## src/coreArchPkg.sv

```systemverilog
package coreArchPkg;

  typedef logic [7:0]  byteT;
  typedef logic [15:0] addrT;
  typedef logic [3:0]  irqT;    // VBlank, LCD status, timer, joypad

  // Codes 0..7 follow the Z80 r field
  typedef enum logic [4:0] {
    selB    = 5'd0,
    selC    = 5'd1,
    selD    = 5'd2,
    selE    = 5'd3,
    selH    = 5'd4,
    selL    = 5'd5,
    selHl   = 5'd6,
    selA    = 5'd7,
    selPc   = 5'd8,
    selX8   = 5'd9,
    selX16  = 5'd10,
    selNone = 5'd11
  } regSelT;

  // ------------------------------------------------------------
  // Fixed addresses

  localparam addrT resetPc   = 16'h0000;
  localparam addrT vecVblank = 16'h0040;
  localparam addrT vecLcd    = 16'h0048;
  localparam addrT vecTimer  = 16'h0050;
  localparam addrT vecJoypad = 16'h0060;

endpackage

```

## src/coreUopPkg.sv

```systemverilog
package coreUopPkg;

  typedef enum logic [4:0] {
    nop,
    sma,      // Select memory address, raise read request
    srm,      // Memory byte into register
    smw,      // Register to memory
    sx8r,     // Opcode source register into X8
    lx16,     // X16 = {mem, X8}
    spc,
    jint,
    z801bop,  // LD r,r' / AND / XOR
    seti,
    ceti
  } uopCmdT;

  typedef struct packed {
    logic                incPc;
    logic                eof;
    uopCmdT              cmd;
    coreArchPkg::regSelT operand;
  } uopT;

  // Register file write request from the executer
  typedef struct packed {
    logic                we;
    coreArchPkg::regSelT dest;
    coreArchPkg::addrT   data;
    logic                pcLoad;
    logic                addrLoad;  // Address select takes readSel
  } regWriteT;

  typedef logic [5:0] uPcT;

  // ------------------------------------------------------------
  // Flow entry points in the microcode ROM

  localparam uPcT flowNop     = 6'd0;
  localparam uPcT flowLdReg   = 6'd1;
  localparam uPcT flowEi      = 6'd2;
  localparam uPcT flowDi      = 6'd3;
  localparam uPcT flowIrq     = 6'd4;
  localparam uPcT flowStoreHl = 6'd5;   // 4 uops
  localparam uPcT flowJp      = 6'd9;   // 4 uops
  localparam uPcT flowLdImm   = 6'd13;  // 2 uops per destination r

  typedef enum logic [1:0] {
    afterReset,
    startFlow,
    runFlow,
    endFlow
  } seqStateT;

endpackage

```

## src/dzCore.sv

```systemverilog
module dzCore (
  input  logic              iClock,
  input  logic              rst,
  input  coreArchPkg::byteT mcuDataIn,
  output coreArchPkg::byteT mcuDataOut,
  output coreArchPkg::addrT mcuAddr,
  output logic              mcuReadRequest,
  output logic              mcuWe,
  input  coreArchPkg::irqT  irqRequests
);
  import coreArchPkg::*;
  import coreUopPkg::*;

  uPcT      uPc;
  uPcT      opFlow;
  uopT      uop;
  logic     flowEnable;
  logic     irqPending;
  addrT     irqVector;
  regWriteT regWrite;
  regSelT   readSel;
  addrT     regData;
  byteT     regA;

  // ------------------------------------------------------------
  // Sequencing

  flowSequencer sequencer (
    .iClock(iClock), .rst(rst),
    .opFlow(opFlow), .irqPending(irqPending), .uop(uop),
    .uPc(uPc), .flowEnable(flowEnable)
  );

  microcodeRom rom (
    .opcode(mcuDataIn), .uPc(uPc), .opFlow(opFlow), .uop(uop)
  );

  // ------------------------------------------------------------
  // Datapath

  registerFile regs (
    .iClock(iClock), .rst(rst),
    .flowEnable(flowEnable), .incPc(uop.incPc),
    .regWrite(regWrite), .readSel(readSel),
    .regData(regData), .regA(regA),
    .mcuAddr(mcuAddr), .mcuDataOut(mcuDataOut)
  );

  uopExecute exec (
    .uop(uop), .flowEnable(flowEnable), .mcuDataIn(mcuDataIn),
    .regData(regData), .regA(regA), .irqVector(irqVector),
    .readSel(readSel), .regWrite(regWrite),
    .mcuReadRequest(mcuReadRequest), .mcuWe(mcuWe)
  );

  interruptUnit irq (
    .iClock(iClock), .rst(rst),
    .flowEnable(flowEnable), .cmd(uop.cmd), .irqRequests(irqRequests),
    .irqPending(irqPending), .irqVector(irqVector)
  );

endmodule

```

## src/flowSequencer.sv

```systemverilog
module flowSequencer (
  input  logic              iClock,
  input  logic              rst,
  input  coreUopPkg::uPcT   opFlow,
  input  logic              irqPending,
  input  coreUopPkg::uopT   uop,
  output coreUopPkg::uPcT   uPc,
  output logic              flowEnable
);
  import coreUopPkg::*;

  seqStateT state;
  seqStateT nextState;

  always_comb
  begin
    case (state)
      afterReset: nextState = startFlow;
      startFlow:  nextState = runFlow;
      runFlow:    nextState = uop.eof ? endFlow : runFlow;
      endFlow:    nextState = startFlow;
      default:    nextState = afterReset;
    endcase
  end

  always_ff @(posedge iClock)
  begin
    if (rst)
    begin
      state <= afterReset;
      uPc   <= flowNop;
    end
    else
    begin
      state <= nextState;
      if (state == startFlow)
        uPc <= irqPending ? flowIrq : opFlow;  // Pending interrupt wins over opcode
      else if (flowEnable)
        uPc <= uPc + 1'b1;
    end
  end

  assign flowEnable = (state == runFlow);

  // ------------------------------------------------------------

  // Every flow hits its eof before running off the last LD r,n entry
  uPcInRom: assert property (
    @(posedge iClock) disable iff (rst) flowEnable |-> uPc <= flowLdImm + 6'd15);

endmodule

```

## src/interruptUnit.sv

```systemverilog
module interruptUnit (
  input  logic               iClock,
  input  logic               rst,
  input  logic               flowEnable,
  input  coreUopPkg::uopCmdT cmd,
  input  coreArchPkg::irqT   irqRequests,
  output logic               irqPending,
  output coreArchPkg::addrT  irqVector
);
  import coreArchPkg::*;
  import coreUopPkg::*;

  irqT  latch;    // Sticky until serviced
  logic enabled;

  always_ff @(posedge iClock)
  begin
    if (rst)
    begin
      latch   <= '0;
      enabled <= 1'b0;
    end
    else
    begin
      if (flowEnable && cmd == jint)
        latch <= '0;
      else
        latch <= latch | irqRequests;
      if (flowEnable && cmd == seti)
        enabled <= 1'b1;
      else if (flowEnable && cmd == ceti)
        enabled <= 1'b0;
    end
  end

  assign irqPending = enabled & (|latch);

  // Lowest bit has priority
  always_comb
  begin
    if (latch[0])      irqVector = vecVblank;
    else if (latch[1]) irqVector = vecLcd;
    else if (latch[2]) irqVector = vecTimer;
    else if (latch[3]) irqVector = vecJoypad;
    else               irqVector = vecVblank;
  end

  // The sequencer only dispatches the interrupt flow on a live request
  jintHasRequest: assert property (
    @(posedge iClock) disable iff (rst) (flowEnable && cmd == jint) |-> latch != '0);

endmodule

```

## src/microcodeRom.sv

```systemverilog
module microcodeRom (
  input  coreArchPkg::byteT opcode,
  input  coreUopPkg::uPcT   uPc,
  output coreUopPkg::uPcT   opFlow,
  output coreUopPkg::uopT   uop
);
  import coreArchPkg::*;
  import coreUopPkg::*;

  uPcT ldOffset;

  function automatic uopT uopOf(logic inc, logic last, uopCmdT cmd, regSelT op);
    uopT u;
    u.incPc   = inc;
    u.eof     = last;
    u.cmd     = cmd;
    u.operand = op;
    return u;
  endfunction

  // ------------------------------------------------------------
  // Opcode to flow

  always_comb
  begin
    opFlow = flowNop;
    casez (opcode)
      8'b00??_?110:  // LD r,n
        if (opcode[5:3] != 3'd6)
          opFlow = flowLdImm + {opcode[5:3], 1'b0};
      8'b0111_0???:  // LD (HL),r, HALT stays NOP
        if (opcode[2:0] != 3'd6)
          opFlow = flowStoreHl;
      8'b01??_????:
        if (opcode[2:0] != 3'd6 && opcode[5:3] != 3'd6)
          opFlow = flowLdReg;
      8'b1010_????:  // AND r, XOR r
        if (opcode[2:0] != 3'd6)
          opFlow = flowLdReg;
      8'hc3: opFlow = flowJp;
      8'hfb: opFlow = flowEi;
      8'hf3: opFlow = flowDi;
      default: opFlow = flowNop;
    endcase
  end

  // ------------------------------------------------------------
  // Microinstruction store

  assign ldOffset = uPc - flowLdImm;

  always_comb
  begin
    case (uPc)
      flowNop:         uop = uopOf(1'b1, 1'b1, nop, selNone);
      flowLdReg:       uop = uopOf(1'b1, 1'b1, z801bop, selNone);
      flowEi:          uop = uopOf(1'b1, 1'b1, seti, selNone);
      flowDi:          uop = uopOf(1'b1, 1'b1, ceti, selNone);
      flowIrq:         uop = uopOf(1'b0, 1'b1, jint, selNone);
      flowStoreHl:     uop = uopOf(1'b1, 1'b0, sx8r, selNone);
      flowStoreHl + 1: uop = uopOf(1'b0, 1'b0, sma, selHl);
      flowStoreHl + 2: uop = uopOf(1'b0, 1'b0, smw, selX8);
      flowStoreHl + 3: uop = uopOf(1'b0, 1'b1, sma, selPc);  // Back to fetch
      flowJp:          uop = uopOf(1'b1, 1'b0, nop, selNone);
      flowJp + 1:      uop = uopOf(1'b1, 1'b0, srm, selX8);    // Low byte
      flowJp + 2:      uop = uopOf(1'b1, 1'b0, lx16, selNone); // High byte
      flowJp + 3:      uop = uopOf(1'b0, 1'b1, spc, selX16);
      default:
        if (uPc >= flowLdImm && !ldOffset[0])
          uop = uopOf(1'b1, 1'b0, nop, selNone);
        else if (uPc >= flowLdImm)
          uop = uopOf(1'b1, 1'b1, srm, regSelT'({2'b00, ldOffset[3:1]}));
        else
          uop = uopOf(1'b1, 1'b1, nop, selNone);
    endcase
  end

endmodule

```

## src/registerFile.sv

```systemverilog
module registerFile (
  input  logic                 iClock,
  input  logic                 rst,
  input  logic                 flowEnable,
  input  logic                 incPc,
  input  coreUopPkg::regWriteT regWrite,
  input  coreArchPkg::regSelT  readSel,
  output coreArchPkg::addrT    regData,
  output coreArchPkg::byteT    regA,
  output coreArchPkg::addrT    mcuAddr,
  output coreArchPkg::byteT    mcuDataOut
);
  import coreArchPkg::*;

  byteT   regB, regC, regD, regE, regH, regL, regX8;
  addrT   regX16;
  addrT   pc;
  regSelT addrSel;

  function automatic addrT readMux(regSelT sel);
    case (sel)
      selB:    return {8'h00, regB};
      selC:    return {8'h00, regC};
      selD:    return {8'h00, regD};
      selE:    return {8'h00, regE};
      selH:    return {8'h00, regH};
      selL:    return {8'h00, regL};
      selHl:   return {regH, regL};
      selA:    return {8'h00, regA};
      selPc:   return pc;
      selX8:   return {8'h00, regX8};
      selX16:  return regX16;
      default: return 16'h0000;
    endcase
  endfunction

  always_ff @(posedge iClock)
  begin
    if (rst)
    begin
      {regB, regC, regD, regE, regH, regL, regA, regX8} <= '0;
      regX16  <= '0;
      pc      <= resetPc;
      addrSel <= selPc;
    end
    else
    begin
      if (regWrite.we)
      begin
        case (regWrite.dest)
          selB:   regB <= regWrite.data[7:0];
          selC:   regC <= regWrite.data[7:0];
          selD:   regD <= regWrite.data[7:0];
          selE:   regE <= regWrite.data[7:0];
          selH:   regH <= regWrite.data[7:0];
          selL:   regL <= regWrite.data[7:0];
          selHl:
          begin
            regH <= regWrite.data[15:8];  // Pair write splits
            regL <= regWrite.data[7:0];
          end
          selA:   regA   <= regWrite.data[7:0];
          selX8:  regX8  <= regWrite.data[7:0];
          selX16: regX16 <= regWrite.data;
          default: ;
        endcase
      end
      if (regWrite.pcLoad)
        pc <= regWrite.data;
      else if (flowEnable && incPc)
        pc <= pc + 16'd1;
      if (regWrite.addrLoad)
        addrSel <= readSel;
    end
  end

  assign regData    = readMux(readSel);
  assign mcuAddr    = readMux(addrSel);
  assign mcuDataOut = regData[7:0];

endmodule

```

## src/uopExecute.sv

```systemverilog
module uopExecute (
  input  coreUopPkg::uopT      uop,
  input  logic                 flowEnable,
  input  coreArchPkg::byteT    mcuDataIn,
  input  coreArchPkg::addrT    regData,
  input  coreArchPkg::byteT    regA,
  input  coreArchPkg::addrT    irqVector,
  output coreArchPkg::regSelT  readSel,
  output coreUopPkg::regWriteT regWrite,
  output logic                 mcuReadRequest,
  output logic                 mcuWe
);
  import coreArchPkg::*;
  import coreUopPkg::*;

  regWriteT wr;
  logic     readReq;
  logic     memWe;

  always_comb
  begin
    readSel = uop.operand;
    wr      = '{we: 1'b0, dest: selNone, data: 16'h0000, pcLoad: 1'b0, addrLoad: 1'b0};
    readReq = 1'b0;
    memWe   = 1'b0;
    case (uop.cmd)
      sma:
      begin
        wr.addrLoad = 1'b1;
        readReq     = 1'b1;
      end
      srm:
      begin
        wr.we   = 1'b1;
        wr.dest = uop.operand;
        wr.data = {8'h00, mcuDataIn};
      end
      smw: memWe = 1'b1;  // Data out follows readSel
      sx8r:
      begin
        readSel = regSelT'({2'b00, mcuDataIn[2:0]});
        wr.we   = 1'b1;
        wr.dest = selX8;
        wr.data = regData;
      end
      lx16:
      begin
        readSel = selX8;
        wr.we   = 1'b1;
        wr.dest = selX16;
        wr.data = {mcuDataIn, regData[7:0]};
      end
      spc:
      begin
        wr.pcLoad = 1'b1;
        wr.data   = regData;
      end
      jint:
      begin
        wr.pcLoad = 1'b1;
        wr.data   = irqVector;
      end
      z801bop:
      begin
        // Opcode still on the bus, source in bits 2:0
        readSel = regSelT'({2'b00, mcuDataIn[2:0]});
        wr.we   = 1'b1;
        if (mcuDataIn[7:6] == 2'b01)
        begin
          wr.dest = regSelT'({2'b00, mcuDataIn[5:3]});
          wr.data = regData;
        end
        else if (mcuDataIn[7:3] == 5'b10100)
        begin
          wr.dest = selA;
          wr.data = {8'h00, regA & regData[7:0]};
        end
        else if (mcuDataIn[7:3] == 5'b10101)
        begin
          wr.dest = selA;
          wr.data = {8'h00, regA ^ regData[7:0]};
        end
        else
          wr.we = 1'b0;
      end
      default: ;  // nop, seti, ceti
    endcase
  end

  // Nothing leaves the executer outside runFlow
  assign regWrite.we       = wr.we & flowEnable;
  assign regWrite.dest     = wr.dest;
  assign regWrite.data     = wr.data;
  assign regWrite.pcLoad   = wr.pcLoad & flowEnable;
  assign regWrite.addrLoad = wr.addrLoad & flowEnable;
  assign mcuReadRequest    = readReq & flowEnable;
  assign mcuWe             = memWe & flowEnable;

endmodule

```

## config.mk

```make
export PLATFORM = sky130hd
export DESIGN_NAME = dzCore
export DESIGN_NICKNAME = d
export VERILOG_FILES = /design/src/coreArchPkg.sv /design/src/coreUopPkg.sv /design/src/dzCore.sv /design/src/flowSequencer.sv /design/src/interruptUnit.sv /design/src/microcodeRom.sv /design/src/registerFile.sv /design/src/uopExecute.sv
export SDC_FILE = /design/constraint.sdc
export NUM_CORES = 1
export LEC_CHECK = 0
export ABC_AREA = 1
export BUFFER_PORTS_ARGS = -buffer_cell sky130_fd_sc_hd__buf_2
export CAP_MARGIN = 20
export CORE_AREA = 8 8 158 160
export DETAILED_ROUTE_END_ITERATION = 10
export DIE_AREA = 0 0 166 168
export SLEW_MARGIN = 10
export SYNTH_ARGS = -nofsm -noshare
export SYNTH_HDL_FRONTEND = slang
export SYNTH_SLANG_ARGS = --single-unit
```

## constraint.sdc

```tcl
create_clock -name iClock -period 4.7 [get_ports iClock]
set_input_delay 0.705 -clock iClock [delete_from_list [all_inputs] [get_ports iClock]]
set_output_delay 0.705 -clock iClock [all_outputs]
set_load 0.02 [all_outputs]
```

Yosys cells after proc, flatten, opt, wreduce, memory -nomap -nowiden
Index checks and enable logic that the tools add are counted.
{ "totals": {"register_bits": 114, "latch_bits": 0, "mem_bits_rw": 0, "mem_bits_ro": 0, "inputBits": 14, "output_inout_bits": 26, "wordCells": 162, "mem_count": 0} }
{ "classes": {"addsub": 4, "mul": 0, "div": 0, "magnitude_cmp": 1, "eq_ne": 65, "shifts": 0, "muxes": 37, "bitwise_logic": 8, "n_reduce_logical": 32} }
{ "op_table": {"columns": ["op", "count"], "rows": [
  ["$pmux W16 S11", 2],
  ["$pmux W12 S13", 1],
  ["$eq A5 B3 Y1 const B", 17],
  ["$mux W16", 5],
  ["$pmux W16 S5", 1],
  ["$eq A5 B4 Y1 const B", 12],
  ["$mux W21", 2],
  ["$eq A5 B2 Y1 const B", 8],
  ["$eq A6 B4 Y1 const B", 5],
  ["$mux W6", 5],
  ["$pmux W6 S5", 1],
  ["$eq A6 B3 Y1 const B", 4],
  ["$eq A8 B8 Y1 const B", 3],
  ["$pmux W6 S4", 1],
  ["$eq A5 B1 Y1 const B", 4],
  ["$mux W20", 1],
  ["$reduce_and A2 Y1", 9],
  ["$add A16 B1 Y16 const B", 1],
  ["$pmux W8 S2", 1],
  ["$logic_not A5 Y1", 3],
  ["$eq A6 B2 Y1 const B", 2],
  ["$mux W12", 1],
  ["$pmux W6 S2", 1],
  ["$reduce_or A2 Y1", 6],
  ["25 further kinds", 51]
]} }

Logic depth before layout (Yosys ltp)
{ "depth": {"depth_word": 18, "depth_mapped": 32, "mapped_depth_nobuf": 32} }

Cells and area by module
A second synthesis with hierarchy kept.
{ "unflattened": {"cells_unflattened": 1329, "hier_area_um2": 8231.6} }
{ "modules_own_cells": {"columns": ["module", "n_inst", "cells_each", "area_each_um2", "seq_area_each_um2"], "rows": [
  ["registerFile", 1, 858, 5634.2, 2021.9],
  ["uopExecute", 1, 211, 1021.0, 0.0],
  ["microcodeRom", 1, 138, 745.7, 0.0],
  ["flowSequencer", 1, 68, 484.2, 160.2],
  ["interruptUnit", 1, 54, 346.6, 100.1]
]} }

Least setup slack after synthesis
Ideal clock, no wire load.
{ "synth_path": {"kind": "reg2reg", "start": "register sequencer.uPc[0]", "end": "register regs.regL[3]", "setup_time_ns": 0.110, "arrival_ns": 3.805, "t_required_ns": 4.590, "slack_ns": 0.785, "stages_incl_launch_ff": 32, "path_buffers": 0, "synth_period_minus_slack_ns": 3.915, "path_cell_list": "dfxtp_1 inv_1 ha_1 nand3_1 nor2_4 nor2_2 nand2_2 nor2_4 nand2_4 nand2_4 nand2_4 nand2_4 nand2_2 nand2_1 nand2_1 nand2_2 inv_2 nand2_2 nor2_1 nor3_1 nand3_2 ha_1 nand2_1 nand2_1 nor2_1 nor3_1 a221oi_1 nand2_2 nand2_1 o21ai_1 nand2_1 inv_1"} }
{ "synth_via": {"elab_chain_len": 15, "word_cells_on_any_way": 53, "classes_between": "add/sub (1); order compare (1); eq/ne (30); mux (10); bitwise (3); reduce/logical (8)"} }
{ "synth_lines": {"columns": ["element", "line", "text"], "rows": [
  ["from (decl)", "flowSequencer.sv:7", "output coreUopPkg::uPcT uPc,"],
  ["from (signal assigned)", "flowSequencer.sv:31", "uPc <= flowNop;"],
  ["from (signal assigned)", "flowSequencer.sv:37", "uPc <= irqPending ? flowIrq : opFlow;"],
  ["from (signal assigned)", "flowSequencer.sv:39", "uPc <= uPc + 1'b1;"],
  ["$sub A4 B4 Y4", "microcodeRom.sv:50", "assign ldOffset = uPc - flowLdImm;"],
  ["$logic_not A1 Y1", "microcodeRom.sv:69", "if (uPc >= flowLdImm && !ldOffset[0])"],
  ["$logic_and A1 B1 Y1", "microcodeRom.sv:69", null],
  ["$mux W12", "microcodeRom.sv:69", null],
  ["$pmux W12 S13 *", "microcodeRom.sv:54", "case (uPc)"],
  ["$eq A5 B3 Y1 or $eq A5 B4 Y1 (tied branches)", "uopExecute.sv:26", "case (uop.cmd)"],
  ["$reduce_or A2 Y1 (no line)", null, null],
  ["$pmux W5 S2 *", "uopExecute.sv:26", null],
  ["$eq A5 B4 Y1, or another cell as far along", "registerFile.sv:21", "case (sel)"],
  ["$pmux W16 S11 *", "registerFile.sv:21", null],
  ["named net mcuDataOut[3]", "dzCore.sv:5", "output coreArchPkg::byteT mcuDataOut,"],
  ["$xor A8 B8 Y8", "uopExecute.sv:81", "wr.data = {8'h00, regA ^ regData[7:0]};"],
  ["$mux W20", "uopExecute.sv:78", "else if (mcuDataIn[7:3] == 5'b10101)"],
  ["$mux W21", "uopExecute.sv:73", "else if (mcuDataIn[7:3] == 5'b10100)"],
  ["$mux W21", "uopExecute.sv:68", "if (mcuDataIn[7:6] == 2'b01)"],
  ["$pmux W16 S5 *", "uopExecute.sv:26", null],
  ["to (signal assigned)", "registerFile.sv:56", "selL: regL <= regWrite.data[7:0];"],
  ["to (signal assigned)", "registerFile.sv:60", "regL <= regWrite.data[7:0];"],
  ["to (decl)", "registerFile.sv:15", "byteT regB, regC, regD, regE, regH, regL, regX8;"]
]} }
Mark *: on every way through the listed nets, which the timed path passes. The rest lies on a longest branch.
A chain may end at the register's enable or synchronous reset.

Worst setup path after layout
{ "layout_path": {"start": "register sequencer.uPc[1]", "end": "register regs.regL[0]"} }
{ "layout_via": {"elab_chain_len": 14, "word_cells_on_any_way": 52, "classes_between": "add/sub (1); order compare (1); eq/ne (30); mux (10); bitwise (3); reduce/logical (7)"} }
{ "layout_lines": {"columns": ["element", "line"], "rows": [
  ["$ge A6 B4 Y1", "microcodeRom.sv:69, microcodeRom.sv:71"],
  ["$mux W7 or $logic_and A1 B1 Y1 (tied branches)", "microcodeRom.sv:71, microcodeRom.sv:69"],
  ["$mux W12", "microcodeRom.sv:69"],
  ["$pmux W12 S13 *", "microcodeRom.sv:54"],
  ["$eq A5 B3 Y1 or $eq A5 B4 Y1 (tied branches)", "uopExecute.sv:26"],
  ["$reduce_or A2 Y1 (no line)", null],
  ["$pmux W5 S2", "uopExecute.sv:26"],
  ["$eq A5 B4 Y1, or another cell as far along", "registerFile.sv:21"],
  ["$pmux W16 S11", "registerFile.sv:21"],
  ["$xor A8 B8 Y8", "uopExecute.sv:81"],
  ["$mux W20", "uopExecute.sv:78"],
  ["$mux W21", "uopExecute.sv:73"],
  ["$mux W21", "uopExecute.sv:68"],
  ["$pmux W16 S5", "uopExecute.sv:26"]
]} }
Every way passes the cells marked *; elsewhere a longest branch is shown, timed or not.

==> key figures <==
CTS
  • Clock transition at path regs: 60 ps
  • Clk sink count: 113
  • Root buffer selected by CTS: sky130_fd_sc_hd__clkbuf_16
  • Clock insertion delay at the later pin of the skew report: 430 ps
  • TritonCTS clock tree: yes
  • CTS Buf Count: 17
  • Max Root-Sink Buffers: 2
  • H-tree depth reported by CTS: 4
  • Post-cts hold buffer count: 0

Place
  • Count of buffers from port buffering: 39
  • Dpl ws: 112 ps
  • Weighted congestion reported at the end of routability-driven placement: 1.02
  • Placed standard-cell area: 8510 um2
  • Post-DP HPWL: 23,600 um
  • Cell count after placement: 1,565

Floorplanning
  • DIE HEIGHT: 168 um
  • Effective utilization at floorplan: 35.7%
  • Core ar.: 22,400 um2
  • Die area: 27,900 um2
  • Die Span X: 166 um
  • Boundary Pins: 40
  • Floorplan row count: 55

Yosys
  • Gate count of the mapped netlist: 1,259
  • Number of distinct library cells after synthesis: 54
  • Most numerous cell types in the synthesized netlist: sky130_fd_sc_hd__inv_1 (230), sky130_fd_sc_hd__nand2_1 (191), sky130_fd_sc_hd__nor2_1 (120)
  • Number of enable flip-flop cells after synthesis: 0
  • Leading area contributor after synthesis: sky130_fd_sc_hd__dfxtp_1
  • Post-synthesis cell area: 7980 um2
  • Fraction of synthesis flops using an asynchronous set or reset pin: 0%
  • Most common cell in the synthesized netlist: sky130_fd_sc_hd__inv_1
  • Ranking of synthesized cells by area: sky130_fd_sc_hd__dfxtp_1 (28%), sky130_fd_sc_hd__inv_1 (11%), sky130_fd_sc_hd__nand2_1 (9.0%)
  • Share of the synthesized area in the top cell type: 28.4%
  • Average instance area after synthesis: 6.34 um2
  • Sequential area share after synthesis: 28.4%
  • Flops & latches, synth: 113
  • Mapped Nets: 1,291
  • Total of warnings raised by yosys: 0
  • Main synth FF type: sky130_fd_sc_hd__dfxtp_1

Routing
  • Mean routed wirelength per cell: 19.6 um
  • Total wirelength of the detailed-routed design: 31,400 um
  • Number of nets still failing antenna checks after routing: 0
  • Number of design rule violations left after detail routing: 0
  • DR pass1 iterations: 7
  • Total number of vias: 8,804
  • Violation count after the first detailed-routing iteration: 1,014
  • Post-detailed-route via-to-cell ratio: 5.50

STA
  • Final hold violations: 0
  • Worst max-slew margin expressed relative to the limit: 41.6%
  • Total of endpoints with negative setup slack in the final report: 0
  • Final worst path period need: 4470 ps
  • Slew at the pin closest to its max-slew limit: 873 ps
  • Final Max Slew Viols: 0
  • Setup clock skew after layout: 7.99 ps
  • Final period util: 95.1%
  • Final Worst Setup Slack: 229 ps
  • Fmax: 224 MHz

Power and ir drop
  • Internal Power: 2.56 mW
  • Switching share of power: 50.6%
  • Peak supply drop: 0.000295 V
  • Fraction of power consumed by combinational cells: 54.0%
  • Power density over cell area: 564 nW/um2
  • Fraction of power consumed by sequential logic: 21.1%
  • Overall power after layout: 5.18 mW
  • Reported leakage power: 4.31 nW
  • Switching power: 2.62 mW
  • Clock share of power: 24.9%

Critical path
  • Critical Path Sink Type: flop
  • Critical path type: flop to flop
  • Critical Path AT: 4800 ps
  • Data required time at the worst endpoint: 5030 ps
  • Startpoint class of the critical path: flop
  • Largest fanout on the critical path: 9

Cells and area
  • Share of post-route cells with drive strength above 1: 14.5%
  • Area of the multi-input gates: 4680 um2
  • Total number of nets in the final design: 1,336
  • Final cell area excluding filler cells: 9170 um2
  • Finished Layout Cells: 1,602
  • Layout Utilization: 41.0%
  • N_diodes: 0
  • P&R area growth vs syn: 14.9%
  • Seq. cell area: 2260 um2
  • Filler Cell Count: 2,415

Hold path
  • Kind of path behind the tightest hold check: flop to flop

Flow run
  • # Max-Cap Violations: 0

GRT
  • Vias in the first global route: 8,177
  • Global route total overflow: 0
  • Pin count of the biggest net entering global routing: 40
  • Global-route wire length before repair: 47,800 um
  • Antenna violations before repair: 0
  • Total Routing Usage GR: 21.9%

Run status
  • Result of the run: completed
## cell usage in the layout (no fill, tap or decap), types with 2 or more instances in the layout
| cell type | Yosys | final |
|---|---|---|
| sky130_fd_sc_hd__a31oi_1 | 11 | 10 |
| sky130_fd_sc_hd__nand3_2 | 11 | 14 |
| sky130_fd_sc_hd__xor2_1 | 13 | 13 |
| sky130_fd_sc_hd__clkinv_1 | 2 | 2 |
| sky130_fd_sc_hd__ha_2 | 0 | 3 |
| sky130_fd_sc_hd__o2111ai_1 | 6 | 6 |
| sky130_fd_sc_hd__clkbuf_1 | 26 | 4 |
| sky130_fd_sc_hd__nor3_1 | 29 | 29 |
| sky130_fd_sc_hd__nor2_4 | 7 | 8 |
| sky130_fd_sc_hd__nor2_1 | 120 | 119 |
| sky130_fd_sc_hd__inv_1 | 230 | 229 |
| sky130_fd_sc_hd__buf_4 | 2 | 23 |
| sky130_fd_sc_hd__nand2_4 | 6 | 8 |
| sky130_fd_sc_hd__a221oi_1 | 12 | 11 |
| sky130_fd_sc_hd__clkbuf_16 | 0 | 17 |
| sky130_fd_sc_hd__nand2_2 | 25 | 25 |
| sky130_fd_sc_hd__nor4_2 | 2 | 2 |
| sky130_fd_sc_hd__o31ai_1 | 3 | 3 |
| sky130_fd_sc_hd__nand3_1 | 81 | 78 |
| sky130_fd_sc_hd__o21bai_1 | 2 | 2 |
| sky130_fd_sc_hd__clkinv_2 | 1 | 6 |
| sky130_fd_sc_hd__a21boi_0 | 4 | 4 |
| sky130_fd_sc_hd__buf_2 | 5 | 39 |
| sky130_fd_sc_hd__nand4_1 | 5 | 5 |
| sky130_fd_sc_hd__dfxtp_1 | 113 | 112 |
| sky130_fd_sc_hd__nor4_1 | 2 | 2 |
| sky130_fd_sc_hd__inv_2 | 17 | 18 |
| sky130_fd_sc_hd__nand2_1 | 191 | 190 |
| sky130_fd_sc_hd__o221ai_1 | 4 | 4 |
| sky130_fd_sc_hd__o22ai_1 | 33 | 33 |
| sky130_fd_sc_hd__o21ai_0 | 74 | 72 |
| sky130_fd_sc_hd__nor2_2 | 13 | 13 |
| sky130_fd_sc_hd__a21oi_1 | 96 | 96 |
| sky130_fd_sc_hd__ha_1 | 18 | 15 |
| sky130_fd_sc_hd__bufinv_16 | 0 | 2 |
| sky130_fd_sc_hd__o211ai_1 | 18 | 18 |
| sky130_fd_sc_hd__o21ai_1 | 52 | 54 |
| sky130_fd_sc_hd__a32oi_1 | 3 | 3 |
| sky130_fd_sc_hd__o21a_1 | 2 | 2 |
## flip-flops by register name, summed over array words and instances, names as in the netlist, 4 cells and up
name / cells
regs.regB: 8
regs.regL: 8
regs.regA: 8
sequencer.uPc: 6
regs.pc: 16
regs.addrSel: 4
irq.latch: 4
regs.regX8: 8
regs.regH: 8
regs.regC: 8
regs.regE: 8
regs.regD: 8
regs.regX16: 16
## per-layer routing
layer  part of all wire (%)  up-vias  track usage [%]
met5                      0        -                0
met4                    3.8        0             9.53
met3                    8.2       86             5.10
met2                     44      380             34.5
met1                     44     4088             28.3
li1                       -     4250                -
## per-stage QoR
step	hold slack (ps)	setup TNS, ps
3_3_place_gp	456	0
6_report	477	0
5_1_grt	498	-73.5
4_1_cts	474	0
2_1_floorplan	444	0
3_5_place_dp	467	0
## power groups by stage
stage	Sequential, mW	Clock (mW)	Combinational (mW)
2_1_floorplan	1.08	0	1.86
3_3_place_gp	1.11	0	2.62
3_5_place_dp	1.11	0	2.62
4_1_cts	1.09	1.29	2.64
5_1_grt	1.10	1.34	3.00
6_report	1.09	1.29	2.80
## final cells by class
class | instances | share of cell area (%)
Clock inverter | 10 | 1.20
Sequential cell | 113 | 24.7
Tap cell | 285 | 3.89
Clock buffer | 22 | 4.95
Timing Repair Buffer | 62 | 4.01
Multi-Input combinational cell | 860 | 51.0
Inverter | 250 | 10.2
## what timing repair did
| item | CTS | global route |
|---|---|---|
| setup buffers | 0 | 4 |
| gates resized for setup | 0 | 17 |
| endpoints found under the setup margin | 0 | 73 |
| hold endpoints to repair | 0 | 0 |
## worst max-delay path, cell delays in order, from the launching register on
cell and delay [ps]:
sky130_fd_sc_hd__dfxtp_1 370, sky130_fd_sc_hd__inv_1 130, sky130_fd_sc_hd__ha_2 220, sky130_fd_sc_hd__nand3_1 130, sky130_fd_sc_hd__nor2_4 60, sky130_fd_sc_hd__nor2_2 170, sky130_fd_sc_hd__nand2_2 100, sky130_fd_sc_hd__nor2_4 160
sky130_fd_sc_hd__nand2_4 100, sky130_fd_sc_hd__nand2_4 90, sky130_fd_sc_hd__nand2_4 90, sky130_fd_sc_hd__o21ai_4 120, sky130_fd_sc_hd__nand3_1 160, sky130_fd_sc_hd__nand2_4 140, sky130_fd_sc_hd__nor2_2 80, sky130_fd_sc_hd__nand2_2 100
sky130_fd_sc_hd__buf_4 170, sky130_fd_sc_hd__nor2_1 50, sky130_fd_sc_hd__nor3_1 370, sky130_fd_sc_hd__nand3_2 220, sky130_fd_sc_hd__ha_1 340, sky130_fd_sc_hd__nand2_1 70, sky130_fd_sc_hd__nand2_1 80, sky130_fd_sc_hd__a32oi_1 320
sky130_fd_sc_hd__nand2_2 270, sky130_fd_sc_hd__o21bai_1 210, sky130_fd_sc_hd__inv_1 50
## cell families after synthesis
group | after synthesis | share of synthesized area [%]
flops | 113 | 28.4
fa+ha+maj | 18 | 2.82
simple gates | 498 | 29.5
mux | 1 | 0.125
compound gates | 328 | 23.9
xor+xnor | 14 | 1.54
buf+inv | 287 | 13.8
## worst paths after layout
path | endpoint | cells past startpoint | start | slack, ps
worst max-delay path | regs.regL[0] | 26 | sequencer.uPc[1] | 230
worst min-delay path | regs.pc[15] | 2 | regs.pc[15] | 480
worst max register to register | regs.regL[0] | 26 | sequencer.uPc[1] | 230
worst min register to register | regs.pc[15] | 2 | regs.pc[15] | 480
No activity file was read; power rests on OpenSTA's default activity.
